<file path="src/tlast_pkg.sv">
`default_nettype none

package tlast_pkg;

   // link and user payload width, fixed by the two-half checksum fold
   typedef logic [63:0] word_t;

   // xor of upper and lower halves, accumulated over a packet
   typedef logic [31:0] csum_t;

   // statistics counter width
   typedef logic [31:0] count_t;

   // user side beat, data plus the end-of-packet flag
   typedef struct packed {
      word_t data;
      logic  last;
   } beat_t;

   // reserved in-band escape value
   localparam word_t ESC_WORD = 64'hDEADBEEFFEEDCAFE;

   // transmit sequencer states
   typedef enum logic [1:0] {
      ST_IDLE   = 2'd0, // pass through, watch for last or escape data
      ST_LAST   = 2'd1, // marker with last bit and checksum
      ST_ESC    = 2'd2, // zero marker for escape-valued data
      ST_FINISH = 2'd3  // pass the held beat itself
   } embed_state_e;

   // transmit output mux select
   typedef enum logic [1:0] {
      SEL_PASS   = 2'd0,
      SEL_ZERO   = 2'd1,
      SEL_MARK   = 2'd2,
      SEL_ESCAPE = 2'd3
   } embed_sel_e;

   // receive sequencer states
   typedef enum logic [1:0] {
      ST_DATA = 2'd0, // plain data, look for escape
      ST_MARK = 2'd1, // swallow marker word
      ST_HELD = 2'd2  // next word is the escaped beat
   } extract_state_e;

endpackage

`default_nettype wire

</file>
<file path="src/frame_checksum.sv">
`default_nettype none

module frame_checksum (
   input  wire logic             clk,
   input  wire logic             i_rst,
   input  wire tlast_pkg::word_t i_word,
   input  wire logic             i_take, // word accepted this cycle
   input  wire logic             i_last, // accepted word ends the packet
   output tlast_pkg::csum_t      o_csum
);

   import tlast_pkg::*;

   csum_t acc_q; // running fold of the packet so far
   csum_t fold;  // contribution of the current word

   assign fold = i_word[63:32] ^ i_word[31:0];

   always_ff @(posedge clk) begin
      if (i_rst) begin
         acc_q <= '0;
      end else if (i_take) begin
         if (i_last) begin
            acc_q <= '0; // last word is not covered, start next packet
         end else begin
            acc_q <= acc_q ^ fold;
         end
      end
   end

   // value before the last beat is taken
   assign o_csum = acc_q;

endmodule

`default_nettype wire

</file>
<file path="src/tlast_embed.sv">
`default_nettype none

module tlast_embed #(
   parameter bit CHECKSUM_EN = 1'b1
) (
   input  wire logic             clk,
   input  wire logic             i_rst,
   // user side in
   input  wire tlast_pkg::beat_t i_beat,
   input  wire logic             i_valid,
   output logic                  o_ready,
   // link side out
   output tlast_pkg::word_t      o_data,
   output logic                  o_valid,
   input  wire logic             i_ready
);

   import tlast_pkg::*;

   embed_state_e state_q;
   embed_state_e state_d;
   embed_sel_e   sel;
   csum_t        tx_csum;
   csum_t        mark_hi;  // upper half of the last marker
   logic         in_xfer;  // user beat accepted

   assign in_xfer = i_valid && o_ready;

   // checksum over accepted user beats, escaped data included
   frame_checksum u_tx_csum (
      .clk    (clk),
      .i_rst  (i_rst),
      .i_word (i_beat.data),
      .i_take (in_xfer),
      .i_last (i_beat.last),
      .o_csum (tx_csum)
   );

   assign mark_hi = CHECKSUM_EN ? tx_csum : '0;

   // sequence only moves on an accepted link word
   always_ff @(posedge clk) begin
      if (i_rst) begin
         state_q <= ST_IDLE;
      end else if (i_ready) begin
         state_q <= state_d;
      end
   end

   always_comb begin
      state_d = state_q;
      sel     = SEL_PASS;
      case (state_q)
         ST_IDLE: begin
            if (i_valid && i_beat.last) begin
               state_d = ST_LAST; // needs escape + marker first
               sel     = SEL_ESCAPE;
            end else if (i_valid && (i_beat.data == ESC_WORD)) begin
               state_d = ST_ESC;  // data collides with escape
               sel     = SEL_ESCAPE;
            end
         end
         ST_LAST: begin
            state_d = ST_FINISH;
            sel     = SEL_MARK;
         end
         ST_ESC: begin
            state_d = ST_FINISH;
            sel     = SEL_ZERO;
         end
         ST_FINISH: begin
            sel = SEL_PASS; // the beat itself goes out now
            if (i_valid) begin
               state_d = ST_IDLE;
            end
         end
         default: begin
            state_d = ST_IDLE;
         end
      endcase
   end

   // output mux
   always_comb begin
      case (sel)
         SEL_ZERO:   o_data = '0;
         SEL_MARK:   o_data = {mark_hi, 32'h1};
         SEL_ESCAPE: o_data = ESC_WORD;
         default:    o_data = i_beat.data;
      endcase
   end

   // inserted words are always valid and hold off the user side
   assign o_valid = (sel == SEL_PASS) ? i_valid : 1'b1;
   assign o_ready = (sel == SEL_PASS) ? i_ready : 1'b0;

endmodule

`default_nettype wire

</file>
<file path="src/link_fifo.sv">
`default_nettype none

module link_fifo #(
   parameter int FIFO_DEPTH = 4 // power of two, at least 2
) (
   input  wire logic             clk,
   input  wire logic             i_rst,
   // write side
   input  wire tlast_pkg::word_t i_data,
   input  wire logic             i_valid,
   output logic                  o_ready,
   // read side
   output tlast_pkg::word_t      o_data,
   output logic                  o_valid,
   input  wire logic             i_ready
);

   import tlast_pkg::*;

   localparam int PTR_W = $clog2(FIFO_DEPTH);

   typedef logic [PTR_W-1:0] ptr_t;
   typedef logic [PTR_W:0]   occ_t; // holds 0..FIFO_DEPTH

   word_t mem [FIFO_DEPTH];
   ptr_t  wr_ptr_q;
   ptr_t  rd_ptr_q;
   occ_t  count_q;
   logic  wr_en;
   logic  rd_en;

   assign o_ready = (count_q != occ_t'(FIFO_DEPTH)); // low only when full
   assign o_valid = (count_q != '0);
   assign o_data  = mem[rd_ptr_q];                  // head word

   assign wr_en = i_valid && o_ready;
   assign rd_en = o_valid && i_ready;

   always_ff @(posedge clk) begin
      if (wr_en) begin
         mem[wr_ptr_q] <= i_data;
      end
   end

   // pointers wrap on their own, depth is a power of two
   always_ff @(posedge clk) begin
      if (i_rst) begin
         wr_ptr_q <= '0;
         rd_ptr_q <= '0;
         count_q  <= '0;
      end else begin
         if (wr_en) wr_ptr_q <= wr_ptr_q + 1'b1;
         if (rd_en) rd_ptr_q <= rd_ptr_q + 1'b1;
         if (wr_en && !rd_en) begin
            count_q <= count_q + 1'b1;
         end else if (rd_en && !wr_en) begin
            count_q <= count_q - 1'b1;
         end
      end
   end

endmodule

`default_nettype wire

</file>
<file path="src/tlast_extract.sv">
`default_nettype none

module tlast_extract #(
   parameter bit CHECKSUM_EN = 1'b1
) (
   input  wire logic             clk,
   input  wire logic             i_rst,
   // link side in from the fifo
   input  wire tlast_pkg::word_t i_data,
   input  wire logic             i_valid,
   output logic                  o_ready,
   // user side out
   output tlast_pkg::beat_t      o_beat,
   output logic                  o_valid,
   input  wire logic             i_ready,
   output logic                  o_csum_err // with the last beat transfer
);

   import tlast_pkg::*;

   extract_state_e state_q;
   extract_state_e state_d;
   logic           held_last_q; // marker bit 0
   csum_t          held_csum_q; // marker upper half
   csum_t          rx_csum;
   logic           out_xfer;

   assign out_xfer = o_valid && i_ready;

   always_ff @(posedge clk) begin
      if (i_rst) begin
         state_q     <= ST_DATA;
         held_last_q <= 1'b0;
      end else begin
         state_q <= state_d;
         if (state_q == ST_MARK && i_valid) begin
            held_last_q <= i_data[0];
         end
      end
   end

   // checksum field taken from the marker word
   always_ff @(posedge clk) begin
      if (state_q == ST_MARK && i_valid) begin
         held_csum_q <= i_data[63:32];
      end
   end

   always_comb begin
      state_d     = state_q;
      o_beat.data = i_data;
      o_beat.last = 1'b0;
      o_valid     = i_valid; // pass through by default
      o_ready     = i_ready;
      case (state_q)
         ST_DATA: begin
            if (i_data == ESC_WORD) begin
               o_valid = 1'b0; // swallow escape
               o_ready = 1'b1;
               if (i_valid) begin
                  state_d = ST_MARK;
               end
            end
         end
         ST_MARK: begin
            o_valid = 1'b0; // swallow marker
            o_ready = 1'b1;
            if (i_valid) begin
               state_d = ST_HELD;
            end
         end
         ST_HELD: begin
            o_beat.last = held_last_q;
            if (i_valid && i_ready) begin
               state_d = ST_DATA;
            end
         end
         default: begin
            state_d = ST_DATA;
         end
      endcase
   end

   // local fold over delivered beats
   frame_checksum u_rx_csum (
      .clk    (clk),
      .i_rst  (i_rst),
      .i_word (o_beat.data),
      .i_take (out_xfer),
      .i_last (o_beat.last),
      .o_csum (rx_csum)
   );

   // marker checksum vs what actually arrived
   assign o_csum_err = CHECKSUM_EN && out_xfer && o_beat.last
                       && (held_csum_q != rx_csum);

endmodule

`default_nettype wire

</file>
<file path="src/link_stats.sv">
`default_nettype none

module link_stats (
   input  wire logic        clk,
   input  wire logic        i_rst,
   input  wire logic        i_beat_done, // output handshake
   input  wire logic        i_last,
   input  wire logic        i_csum_err,
   output tlast_pkg::count_t o_pkt_count,
   output tlast_pkg::count_t o_err_count
);

   import tlast_pkg::*;

   localparam count_t CNT_MAX = '1;

   count_t pkt_q;
   count_t err_q;
   logic   pkt_done; // last beat delivered

   assign pkt_done = i_beat_done && i_last;

   always_ff @(posedge clk) begin
      if (i_rst) begin
         pkt_q <= '0;
         err_q <= '0;
      end else if (pkt_done) begin
         if (pkt_q != CNT_MAX) pkt_q <= pkt_q + 1'b1; // saturate
         if (i_csum_err && err_q != CNT_MAX) begin
            err_q <= err_q + 1'b1;
         end
      end
   end

   assign o_pkt_count = pkt_q;
   assign o_err_count = err_q;

endmodule

`default_nettype wire

</file>
<file path="src/tlast_link.sv">
`default_nettype none

module tlast_link #(
   parameter bit CHECKSUM_EN = 1'b1,
   parameter int FIFO_DEPTH  = 4
) (
   input  wire logic             clk,
   input  wire logic             i_rst,
   // user stream in
   input  wire tlast_pkg::beat_t i_s_beat,
   input  wire logic             i_s_valid,
   output logic                  o_s_ready,
   // link out
   output tlast_pkg::word_t      o_link_data,
   output logic                  o_link_valid,
   input  wire logic             i_link_ready,
   // link in
   input  wire tlast_pkg::word_t i_link_data,
   input  wire logic             i_link_valid,
   output logic                  o_link_ready,
   // user stream out
   output tlast_pkg::beat_t      o_m_beat,
   output logic                  o_m_valid,
   input  wire logic             i_m_ready,
   // stats
   output tlast_pkg::count_t     o_pkt_count,
   output tlast_pkg::count_t     o_err_count
);

   import tlast_pkg::*;

   word_t fifo_data;  // fifo head toward extractor
   logic  fifo_valid;
   logic  fifo_ready;
   logic  csum_err;
   logic  beat_done;  // user output handshake

   assign beat_done = o_m_valid && i_m_ready;

   tlast_embed #(.CHECKSUM_EN(CHECKSUM_EN)) u_embed (
      .clk(clk), .i_rst(i_rst),
      .i_beat(i_s_beat), .i_valid(i_s_valid), .o_ready(o_s_ready),
      .o_data(o_link_data), .o_valid(o_link_valid), .i_ready(i_link_ready)
   );

   link_fifo #(.FIFO_DEPTH(FIFO_DEPTH)) u_fifo (
      .clk(clk), .i_rst(i_rst),
      .i_data(i_link_data), .i_valid(i_link_valid), .o_ready(o_link_ready),
      .o_data(fifo_data), .o_valid(fifo_valid), .i_ready(fifo_ready)
   );

   tlast_extract #(.CHECKSUM_EN(CHECKSUM_EN)) u_extract (
      .clk(clk), .i_rst(i_rst),
      .i_data(fifo_data), .i_valid(fifo_valid), .o_ready(fifo_ready),
      .o_beat(o_m_beat), .o_valid(o_m_valid), .i_ready(i_m_ready),
      .o_csum_err(csum_err)
   );

   link_stats u_stats (
      .clk         (clk),
      .i_rst       (i_rst),
      .i_beat_done (beat_done),
      .i_last      (o_m_beat.last),
      .i_csum_err  (csum_err),
      .o_pkt_count (o_pkt_count),
      .o_err_count (o_err_count)
   );

endmodule

`default_nettype wire

</file>
<file path="config.mk">
export PLATFORM = sky130hd
export DESIGN_NAME = tlast_link
export DESIGN_NICKNAME = d
export VERILOG_FILES = /design/src/tlast_pkg.sv /design/src/frame_checksum.sv /design/src/tlast_embed.sv /design/src/link_fifo.sv /design/src/tlast_extract.sv /design/src/link_stats.sv /design/src/tlast_link.sv
export SDC_FILE = /design/constraint.sdc
export NUM_CORES = 1
export LEC_CHECK = 0
export BUFFER_PORTS_ARGS = -buffer_cell sky130_fd_sc_hd__buf_2
export CAP_MARGIN = 20
export CORE_AREA = 2 2 229 231
export DETAILED_ROUTE_END_ITERATION = 8
export DIE_AREA = 0 0 231 233
export GPL_TIMING_DRIVEN = 0
export PLACE_DENSITY = 0.64
export SLEW_MARGIN = 20
export SYNTH_ARGS = -nofsm -noshare
export SYNTH_HDL_FRONTEND = slang
export SYNTH_HIERARCHICAL = 1
export SYNTH_SLANG_ARGS = --single-unit
</file>
<file path="constraint.sdc">
create_clock -name clk -period 5.9 [get_ports clk]
set_input_delay 0.295 -clock clk [delete_from_list [all_inputs] [get_ports clk]]
set_output_delay 0.295 -clock clk [all_outputs]
set_load 0.02 [all_outputs]
</file>
==> results.txt, run 1 <==
- Worst EP required: 6.40 ns
- Adding up every negative setup slack in the final design gives 0 ns.
- WL per Instance: 21.4 um
- Number of routed nets with antenna violations: 0
* Clock network latency to the later pin of the worst-skew pair: 0.59 ns
- Die extent in y: 233 um
- Setup violations remaining at the end of the flow were counted as 0.
* Count of warnings emitted by yosys: 6
- The detailed router finished its first iteration with 1229 violations.
- Io pins: 332
- Cell area after technology mapping: 20400 um^2
- After clock tree synthesis, the clock-pin slew on the worst setup and hold paths is 0.06 ns.
- The number of cells on the worst reg-to-reg path is 16.
- Number of global-route vias before repair: 14800
- At the end of the flow, the number of nets in the layout was 2195.
- The worst hold path belongs to the class input port to flop.
- The worst setup path is captured at a flop.
* Clock net sink count: 430
* Max-slew violations: 0
- Final clock period utilization by the worst path: 0.773
* Sequential-to-total area share from yosys stat: 0.564
- Static Leak: 8.84 nW
- Fraction of layout instances using a drive strength above 1: 0.281
- Relative to the synthesized area, the layout overhead comes to 23.5%.
- Worst Setup Path Type: flop to flop
* Port Buffer Count: 331
* Number of antenna violations at the first check in global routing: 0
* Most numerous cell types in the synthesized netlist: 288 x sky130_fd_sc_hd__edfxtp_1, 142 x sky130_fd_sc_hd__dfxtp_1, 103 x sky130_fd_sc_hd__xnor2_1
* Num rows: 83
- Width of the chip: 231 um
- Worst hold start: i_m_ready
- Most numerous cell in the Yosys netlist: sky130_fd_sc_hd__edfxtp_1
* GP Congestion: 0.982
- For flop-to-flop paths, the worst setup slack is 1.34 ns.
- Buffers from clock root to sink, at most: 3
- Data arrival time of the critical path: 5.06 ns
- Post-Place Setup Slack: 1.38 ns
- Final routed wirelength across all metal layers: 59.1 mm
- The first global-routing pass estimated 88.6 mm of wire.
* Number of distinct library cell variants in the gate-level netlist after synthesis: 66
- Root buf cell: sky130_fd_sc_hd__clkbuf_16
* Overall fraction of global-route tracks in use: 0.215
- Core Region: 51100 um^2
- For this run, the leading register cell type out of synthesis is sky130_fd_sc_hd__edfxtp_1.
* Critical Path Fanout Max: 10
- Summed over all nets, the half-perimeter wirelength after detailed placement is 42.8 mm.
* Post-synth EDFFs: 288
- Summing all non-filler instances in the final layout gives an area of 25200 um^2.
- Cell area after placement: 23000 um^2
- Period minus WS final: 4.56 ns
- Detailed-route vias per instance: 5.49
- Worst Max-Slew Pin Slew: 1.11 ns
* Max H-tree Level: 2
- Hold path depth: 4
- Startpoint class of the critical path: flop
* Non-Filler Instances: 2768
- Worst slew margin relative to its limit: 0.260
- Summing over every cut layer, the via total after detailed routing is 15200.
* Post-Syn Area per Cell: 12.8 um^2
- Maximum VDD drop: 300 uV
* Global-route congestion overflow total: 0
* Power density over cell area: 394 nW/um^2
- Worst clock skew: 0.0350 ns
- Unrepaired setup endpoints after global routing: false
* Synth Net Count: 1746
- After synthesis, the cell types taking the most area are sky130_fd_sc_hd__edfxtp_1 42%, sky130_fd_sc_hd__dfxtp_1 14%, sky130_fd_sc_hd__mux4_2 6.6%.
- The worst register-to-register path ends at u_stats/o_err_count[17].
- In the synthesized netlist, the number of instances is 1597.
* # placed instances: 2612
- The initial utilization of the core area, before any placement, comes to 0.399.
- The run finished with clean final reports.
- Min-Delay Endpoint: u_extract/state_q[1]
- Area share of the largest cell type after synthesis: 0.424
- Number of buffers created by CTS: 48
- The die covers 53800 um^2.
- After detailed routing, the number of remaining DRC violations is 0.
* Count of final hold-check violations: 0
* Number of detailed-routing iterations run before antenna repair: 7
* Fill cell total of the finished layout: 4569
- Clock tree from TritonCTS: done
- Async SR Flop Fraction: 0
- Peak Freq: 219 MHz
* Synthesized flop and latch total: 430
- Across all setup checks in the final design, the least slack found is 1.34 ns.
- Max-cap viol count: 0
* Synth area leader: sky130_fd_sc_hd__edfxtp_1
* Maximum number of pins on one net before global-route repair: 45
- Total power for the finished layout comes to 0.00991 W.
- The number of setup buffers added after CTS is 0.
## cell families (layout without fill, tap and decap cells)
family | after synthesis | after routing | share of synthesized area
simple gates | 501 | 501 | 0.154
flops | 430 | 430 | 0.564
compound gates | 294 | 294 | 0.0917
buf+inv | 169 | 658 | 0.0550
xor+xnor | 110 | 110 | 0.0473
mux | 79 | 79 | 0.0793
fa+ha+maj | 14 | 14 | 0.00896
other cells | 0 | 2 | 0
## layout by cell type, fill, tap and decap left out, types with 13 or more instances in the layout
cell                            instances
sky130_fd_sc_hd__a21o_1                28
sky130_fd_sc_hd__a21oi_1               78
sky130_fd_sc_hd__a311o_1               24
sky130_fd_sc_hd__a31oi_1               71
sky130_fd_sc_hd__and2_1                18
sky130_fd_sc_hd__and3_1                16
sky130_fd_sc_hd__and4_1                13
sky130_fd_sc_hd__buf_2                343
sky130_fd_sc_hd__buf_4                 67
sky130_fd_sc_hd__buf_6                 14
sky130_fd_sc_hd__clkbuf_1              60
sky130_fd_sc_hd__clkbuf_16             48
sky130_fd_sc_hd__dfxtp_1              142
sky130_fd_sc_hd__dlygate4sd3_1         64
sky130_fd_sc_hd__edfxtp_1             288
sky130_fd_sc_hd__ha_1                  13
sky130_fd_sc_hd__inv_1                 22
sky130_fd_sc_hd__mux4_2                60
sky130_fd_sc_hd__nand2_1               49
sky130_fd_sc_hd__nand2b_1              68
sky130_fd_sc_hd__nand3_1               24
sky130_fd_sc_hd__nand3b_1              66
sky130_fd_sc_hd__nand4_1               35
sky130_fd_sc_hd__nand4b_1              18
sky130_fd_sc_hd__nor2_1                35
sky130_fd_sc_hd__o21ai_0               57
sky130_fd_sc_hd__o31ai_1               13
sky130_fd_sc_hd__or3_1                 98
sky130_fd_sc_hd__or4_1                 14
sky130_fd_sc_hd__xnor2_1              103
## sequential cells by signal, summed over array words and instances, names as in the netlist, named ones only
name	flops
u_stats/o_pkt_count	32
u_embed/u_tx_csum/o_csum	32
u_fifo/rd_ptr_q	2
u_embed/state_q	2
u_extract/state_q	2
u_fifo/count_q	3
u_fifo/wr_ptr_q	2
u_extract/held_csum_q	32
u_fifo/mem	256
u_stats/o_err_count	32
u_extract/held_last_q	1
u_extract/u_rx_csum/o_csum	32
## routing by layer
| metal | global-route usage | up-vias | routed length [um] |
|---|---|---|---|
| li1 | - | 7018 | - |
| met1 | 0.295 | 7542 | 25900 |
| met2 | 0.357 | 555 | 28600 |
| met3 | 0.0301 | 68 | 3520 |
| met4 | 0.0601 | 0 | 1160 |
| met5 | 0 | - | 0 |
## where the power goes
| part | total (W) | internal, W | switching (W) | leakage, nW |
|---|---|---|---|---|
| sequential | 0.00376 | 0.00358 | 0.000179 | 3.79 |
| combinational | 0.00330 | 0.00147 | 0.00183 | 4.32 |
| clock | 0.00285 | 0.00164 | 0.00121 | 0.735 |
| total | 0.00991 | 0.00668 | 0.00323 | 8.84 |
## stage by stage
step | hold WS (ns) | util
2_1_floorplan | 0.364 | -
3_3_place_gp | 0.450 | 0.448
3_5_place_dp | 0.453 | 0.450
4_1_cts | 0.0512 | 0.492
5_1_grt | 0.114 | 0.492
6_report | 0.0883 | 0.493
## how the worst max path moves through the flow
| stage | endpoint | slack (ns) | cells after the start |
|---|---|---|---|
| 2_1_floorplan | u_stats/o_err_count[17] | 1.97 | 16 |
| 3_3_place_gp | u_stats/o_err_count[17] | 1.39 | 16 |
| 3_5_place_dp | u_stats/o_err_count[17] | 1.38 | 16 |
| 4_1_cts | u_stats/o_err_count[17] | 1.31 | 16 |
| 5_1_grt | u_stats/o_err_count[17] | 0.99 | 16 |
| 6_report | u_stats/o_err_count[17] | 1.34 | 16 |
## critical path, cell delays in order (launching register included)
cell and delay [ns]:
sky130_fd_sc_hd__dfxtp_1 0.31, sky130_fd_sc_hd__clkbuf_2 0.34, sky130_fd_sc_hd__buf_2 0.36, sky130_fd_sc_hd__mux4_2 0.45, sky130_fd_sc_hd__nand4bb_1 0.20, sky130_fd_sc_hd__nor4_1 0.12, sky130_fd_sc_hd__nand4_1 0.14, sky130_fd_sc_hd__nor3_2 0.07
sky130_fd_sc_hd__nor3b_1 0.30, sky130_fd_sc_hd__and2_1 0.30, sky130_fd_sc_hd__and3_1 0.19, sky130_fd_sc_hd__clkbuf_1 0.28, sky130_fd_sc_hd__nand4_1 0.26, sky130_fd_sc_hd__a311o_2 0.52, sky130_fd_sc_hd__buf_6 0.18, sky130_fd_sc_hd__or3_1 0.30
sky130_fd_sc_hd__a21oi_1 0.15
## area by class of cell
type	instances	area, um^2	area share
antenna	2	5.00	0.000199
tap	680	851	0.0338
buffer	146	1030	0.0411
timing repair buffer	399	2410	0.0957
inverter	23	86.3	0.00343
multi-input combinational	998	7780	0.309
clock inverter	23	210	0.00835
clock buffer	67	1300	0.0518
sequential	430	11500	0.457
## repair_timing
item	4_1_cts	5_1_grt
resized for setup	0	0
hold buffers	64	0
endpoints found under the hold margin	256	0
setup endpoints to repair	0	0
(Power assumes the default switching activity.)
==> run 2: changes to the inputs <==
PLACE_DENSITY = 0.66   (was 0.64)
clock period = 3.7 ns   (was 5.9 ns; I/O delays follow)
==> results.txt, run 2 (synthesis results as in run 1) <==
- The checks that failed: negative setup slack.
- Headroom to the max-slew limit came out at 0.218.
* Number of antenna violations at the first check in global routing: 0
* Period minus WS final: 3.74 ns
- Clock tree from TritonCTS: done
* Non-Filler Instances: 2834
* Final routed wirelength across all metal layers: 62.0 mm
* Switching share of total power: 0.328
- Leading cell type in the layout, fill and taps excluded: sky130_fd_sc_hd__buf_2
- DRT iter0 DRCs: 1402
- Of the total power, registers draw 0.360.
- Critical Path Fanout Max: 8
- The run finished, with violations left.
- Pint: 0.0112 W
- The floorplan has 83 rows.
* Root buf cell: sky130_fd_sc_hd__clkbuf_16
- In the final routed layout, each cell accounts on average for 21.9 um.
- Dividing total power by cell area gives a power density of 640 nW/um^2.
- Summed over all nets, the switching power comes to 0.00548 W.
- Worst Setup Path Type: flop to flop
- Hold path depth: 4
* Fraction of layout instances using a drive strength above 1: 0.327
- The total overflow left after global routing is 0.
- The floorplan step defined a die boundary enclosing 53800 um^2.
- Port Buffer Count: 331
- Highest-delay cell along the critical path: sky130_fd_sc_hd__mux4_2
* Count of final hold-check violations: 0
* Commonest non-fill, non-tap cells in the layout: 337 x sky130_fd_sc_hd__buf_2, 288 x sky130_fd_sc_hd__edfxtp_1, 141 x sky130_fd_sc_hd__dfxtp_1
* GP Congestion: 0.991
- Die extent in y: 233 um
- Overall fraction of global-route tracks in use: 0.225
- Setup violations remaining at the end of the flow were counted as 4.
- Maximum number of pins on one net before global-route repair: 45
* Number of buffers created by CTS: 47
* Final clock period utilization by the worst path: 1.01
- For the pin with the worst max-slew slack, the measured transition is 1.17 ns.
- The wire-length estimate of the detail-placed layout is 43.2 mm.
- Buffers from clock root to sink, at most: 3
- After the last flow step, the layout net total stands at 2264.
- Type of element capturing the critical path: flop
- For this run, design rule violations remaining after detail routing come to 0.
* Max H-tree Level: 2
* Maximum VDD drop: 522 uV
- Class of the tightest hold or removal check: input port to flop
- Clock net sink count: 430
* Startpoint class of the critical path: flop
* Critical path, cell by cell: buf_12, buf_12, mux4_2, nand4b_1, nor4_4, nand4_1, nor3_2, buf_4, or3_4, o31ai_4, ha_2, inv_2, fa_1, xor2_1, or3_1, a21oi_2
- Worst clock skew: 0.0259 ns
- The number of global-route vias before repair was 15100.
- Most flops, register: u_fifo/mem
- Clock-pin slew was measured on the worst setup and hold paths at 0.07 ns.
- Number of routed nets with antenna violations: 0
- The first global-routing pass estimated 92.8 mm of wire.
- The die is 231 um wide.
- The total area inside the core boundary comes to 51100 um^2.
* Max-slew violations: 0
- The register with the most flip-flops in the layout has 256 of them.
- Final total power: 0.0167 W
- Worst EP required: 4.21 ns
* R2R cell count: 16
- # placed instances: 2612
- Using the TritonRoute via totals, the vias-per-cell ratio works out to 5.53.
* Final core utilization: 0.511
- Unrepaired setup endpoints after global routing: true
* Initial core utilization: 0.399
* Peak Freq: 267 MHz
* Area delta synth->final: 28.1%
* Max-cap viol count: 0
- For this design the top-level I/O count stands at 332.
- Clock network latency to the later pin of the worst-skew pair: 0.59 ns
* Data arrival time of the critical path: 4.25 ns
- Library cell appearing most often on the critical path: sky130_fd_sc_hd__buf_12
* Smallest hold slack: 0.0457 ns
* Number of detailed-routing iterations run before antenna repair: 5
- The final route contains 15700 vias.
* Fraction of power consumed by combinational cells: 0.361
- Of the total power, the clock network draws 0.279.
* Worst setup slack after layout: -0.0425 ns
* Static Leak: 9.30 nW
- In this design, the stage delay of the slowest critical-path cell is 0.55 ns.
* Count of inserted antenna diode cells: 0
-- run 2: changes by cell type in the layout (fill, tap and decap cells not counted), sizes merged --
cell,delta
diode,-2
buf,+66
clkbuf,-8
a311o,+1
clkinvlp,+6
clkinv,+1
dlygate4sd3,+2
-- run 2: what timing repair did --
| action | in CTS | in global routing |
|---|---|---|
| buffers inserted | 39 | 26 |
| hold buffers | 66 | 0 |
| gates resized for setup | 46 | 25 |
| setup endpoints to repair | 109 | 72 |
| cloned | 6 | 1 |
| pin swaps | 23 | 19 |
| hold endpoints to repair | 258 | 0 |
-- run 2: routing by layer --
| metal | routed length (um) | up-vias | part of all wire | global-route usage |
|---|---|---|---|---|
| met2 | 29700 | 652 | 0.48 | 0.373 |
| met4 | 1190 | 0 | 0.019 | 0.0565 |
| li1 | - | 7149 | - | - |
| met3 | 3870 | 82 | 0.062 | 0.0286 |
| met1 | 27200 | 7776 | 0.44 | 0.314 |
| met5 | 0 | - | 0 | 0 |
-- run 2: worst paths after layout --
check / from / endpoint / slack, ns
worst min register to register: u_extract/held_last_q / u_extract/held_last_q / 0.46
worst min-delay path: i_s_beat[47] / u_embed/u_tx_csum/o_csum[14] / 0.05
worst max register to register: flop / u_fifo/count_q[2] / -0.04
worst max-delay path: flop / u_fifo/count_q[2] / -0.04
-- run 2: critical path: cells and delay by family, from the launching register on --
family / cells / cell delay (ns)
multiplexers: 1 / 0.55
adder cells (fa/ha/maj): 2 / 0.38
AO/OA/AOI/OAI: 2 / 0.22
buffers and inverters: 4 / 0.52
flip-flops: 1 / 0.37
AND/OR/NAND/NOR: 6 / 1.53
XOR/XNOR: 1 / 0.07
-- run 2: power groups by stage --
| stage | sequential (W) | clock [W] | combinational, W |
|---|---|---|---|
| final | 0.00601 | 0.00466 | 0.00603 |
| after global routing | 0.00606 | 0.00494 | 0.00642 |
| after CTS | 0.00600 | 0.00476 | 0.00592 |
| after detailed placement | 0.00609 | 0 | 0.00525 |
| after global placement | 0.00609 | 0 | 0.00515 |
| after floorplan | 0.00603 | 0 | 0.00364 |
-- run 2: through the flow --
step	TNS, ns	setup slack, ns	cell area (um^2)
finish	-0.117	-0.0425	26100
global route	-2.27	-0.214	26100
CTS	-0.870	-0.112	25800
detailed placement	-35.72	-0.757	23000
global placement	-143.60	-0.725	22900
floorplan	0	0.00850	20400
-- run 2: cell type report --
type | instances | area, um^2
flip-flops and latches | 430 | 11500
fillers | 4453 | 25000
clock inverters | 30 | 244
well taps | 680 | 851
repair buffers | 470 | 3040
multi-input cells | 999 | 8030
clock buffers | 58 | 1300
inverters | 23 | 86.3
plain buffers | 144 | 1050
==> run 3: changes to the inputs <==
PLACE_DENSITY = 0.64   (was 0.66)
clock period = 3.9 ns   (was 3.7 ns; I/O delays follow)
==> results.txt, run 3 (synthesis results as in run 1) <==
* Outcome: finished, final reports clean
- Highest Signal Layer: met4
* Worst clock skew: 0.0210 ns
* Worst Setup Path Type: flop to flop
- Overall fraction of global-route tracks in use: 0.217
* Period minus WS final: 3.84 ns
* Clock network latency to the later pin of the worst-skew pair: 0.59 ns
* Switching power total: 0.00504 W
* Final routed wirelength across all metal layers: 60.3 mm
- Clock net sink count: 430
- Max H-tree Level: 2
- For this configuration, the core starts out at a cell density of 0.399.
* Leading cell type in the layout, fill and taps excluded: sky130_fd_sc_hd__buf_2
- In the finished design, the share of the clock period the worst path needs comes to 0.984.
- Static Leak: 9.19 nW
- Input and output buffers added on the ports amount to 331.
- Power density over cell area: 605 nW/um^2
* DRT iter0 DRCs: 1161
- The die is 231 um wide.
* Switching share of total power: 0.323
- Entering global routing, the biggest net connects 42 pins.
- After detailed placement, the total cell area comes to 23000 um^2.
- Number of detailed-routing iterations run before antenna repair: 5
- Post-route DRC: 0
- Setup violations remaining at the end of the flow were counted as 0.
* Routed length on met2: 29.1 mm
- After detailed routing, the met3 layer carries 3.92 mm of wire.
- Io pins: 332
- The tightest hold path in the finished design has a slack of 0.0552 ns.
- Commonest non-fill, non-tap cells in the layout: 339 x sky130_fd_sc_hd__buf_2, 288 x sky130_fd_sc_hd__edfxtp_1, 141 x sky130_fd_sc_hd__dfxtp_1
- WL per Instance: 21.4 um
- Peak Freq: 261 MHz
- Register clock-pin slew on the reported worst setup and hold paths: 0.06 ns
* Unrepaired setup endpoints after global routing: true
- The register with the most flip-flops in the final layout is u_fifo/mem.
- Measured in cells, the most critical reg-to-reg path has a length of 15.
- Worst slew margin relative to its limit: 0.341
- Buffers inserted during clock tree synthesis total 47.
* R2r endpoint: u_stats/o_pkt_count[31]
- Post-detail-place hpwl: 42.6 mm
- Routability-driven placement finished with a final weighted congestion of 0.992.
- After routing the design area is 25800 um^2.
* Pint: 0.0106 W
* Root buf cell: sky130_fd_sc_hd__clkbuf_16
* Number of nets at the end of the flow: 2247
- The die covers 53800 um^2.
- In this run the remaining antenna-violating nets after routing total 0.
- Data arrival time of the critical path: 4.33 ns
* Sequential group share of total power: 0.364
- Clock tree from TritonCTS: done
- Core Region: 51100 um^2
- Num rows: 83
* Fraction of power consumed by combinational cells: 0.352
- Global-route congestion overflow total: 0
* Buffers from clock root to sink, at most: 3
* Count of final hold-check violations: 0
* Startpoint class of the critical path: flop
- Of the total power, the clock network draws 0.284.
- Class of the tightest hold or removal check: input port to flop
- Maximum VDD drop: 364 uV
* Detailed-route wire length on metal 1: 26.0 mm
- In the final layout, the share of cells above drive strength 1 is 0.311.
- Area delta synth->final: 26.8%
* Flip-flop count of the largest register, all copies and words added: 256
* Type of element capturing the critical path: flop
- Critical Path Fanout Max: 6
- At the pin with the least slew margin, the transition time is 0.981 ns.
* Capturing instance or port of the critical path: u_stats/o_pkt_count[31]
- For the worst setup path, the data required time is 4.40 ns.
- Wire length of the first global-routing pass: 89.7 mm
- Max-cap viol count: 0
- Routed vias: 15500
- Number of global-route vias before repair: 15100
- Number of antenna violations at the first check in global routing: 0
- Reg2Reg Setup Slack: 0.06 ns
* Max-slew violations: 0
- The floorplan step set the die height to 233 um.
- In the routed layout, each cell is associated on average with a via count of 5.51.
## run 3: timing repair
action	in CTS	in global routing
setup endpoints to repair	71	37
gates resized for setup	22	14
hold endpoints to repair	258	0
gates cloned	1	5
setup buffers	9	39
pin swaps	8	21
hold buffers	66	0
## run 3: final cells by class
class	instances	area [um^2]
Buffer	143	1030
Fill cell	4553	25300
Tap cell	680	851
Inverter	23	86.3
Antenna cell	1	2.50
Timing Repair Buffer	454	2930
Clock inverter	27	279
Clock buffer	61	1270
Multi-Input combinational cell	999	7890
Sequential cell	430	11500
## run 3: how the worst min path moves through the flow
| stage | start | to | slack [ns] | depth (start not counted) |
|---|---|---|---|---|
| final | i_s_beat[52] | u_embed/u_tx_csum/o_csum[19] | 0.06 | 4 |
| after CTS | i_s_beat[52] | u_embed/u_tx_csum/o_csum[19] | 0.006 | 4 |
| after global routing | i_s_beat[56] | u_embed/u_tx_csum/o_csum[23] | 0.04 | 4 |
| after global placement | i_link_data[48] | u_fifo/mem[0][48] | 0.41 | 1 |
| after detailed placement | i_link_data[30] | u_fifo/mem[2][30] | 0.41 | 1 |
| after floorplan | i_rst | u_extract/held_last_q | 0.26 | 1 |
## run 3: power groups by stage
stage                     clock network (W)  registers, W  logic [W]
after floorplan                           0       0.00572    0.00345
after global placement                    0       0.00577    0.00488
after detailed placement                  0       0.00577    0.00498
after CTS                           0.00457       0.00568    0.00520
after global routing                0.00474       0.00574    0.00588
final                               0.00444       0.00569    0.00550
## run 3: stage by stage
stage,power [W],worst slack [ns],TNS (ns),util,std cells
final,0.0156,0.0629,0,0.506,2818
after CTS,0.0154,-0.00931,-0.00931,0.497,2774
after global placement,0.0107,-0.587,-74.75,0.448,2608
after detailed placement,0.0108,-0.604,-19.85,0.450,2612
after global routing,0.0164,-0.123,-1.30,0.506,2817
after floorplan,0.00917,0.209,0,-,1597
## run 3: worst max-delay path, stage by stage (launching register included)
cell,delay [ns]
sky130_fd_sc_hd__dfxtp_2,0.34
sky130_fd_sc_hd__buf_12,0.13
sky130_fd_sc_hd__buf_12,0.13
sky130_fd_sc_hd__buf_12,0.13
sky130_fd_sc_hd__mux4_2,0.55
sky130_fd_sc_hd__nand4bb_4,0.27
sky130_fd_sc_hd__nor4_4,0.35
sky130_fd_sc_hd__nand4_1,0.20
sky130_fd_sc_hd__nor3_2,0.25
sky130_fd_sc_hd__nor3b_2,0.10
sky130_fd_sc_hd__and2_4,0.17
sky130_fd_sc_hd__and2_1,0.23
sky130_fd_sc_hd__and3_2,0.29
sky130_fd_sc_hd__and4_1,0.23
sky130_fd_sc_hd__a41o_1,0.24
sky130_fd_sc_hd__a21oi_1,0.12
## run 3: metal layers
layer	vias to the layer above	GRT usage
met1	7743	0.294
met3	80	0.0357
met5	-	0
met4	0	0.0595
li1	7120	-
met2	594	0.362
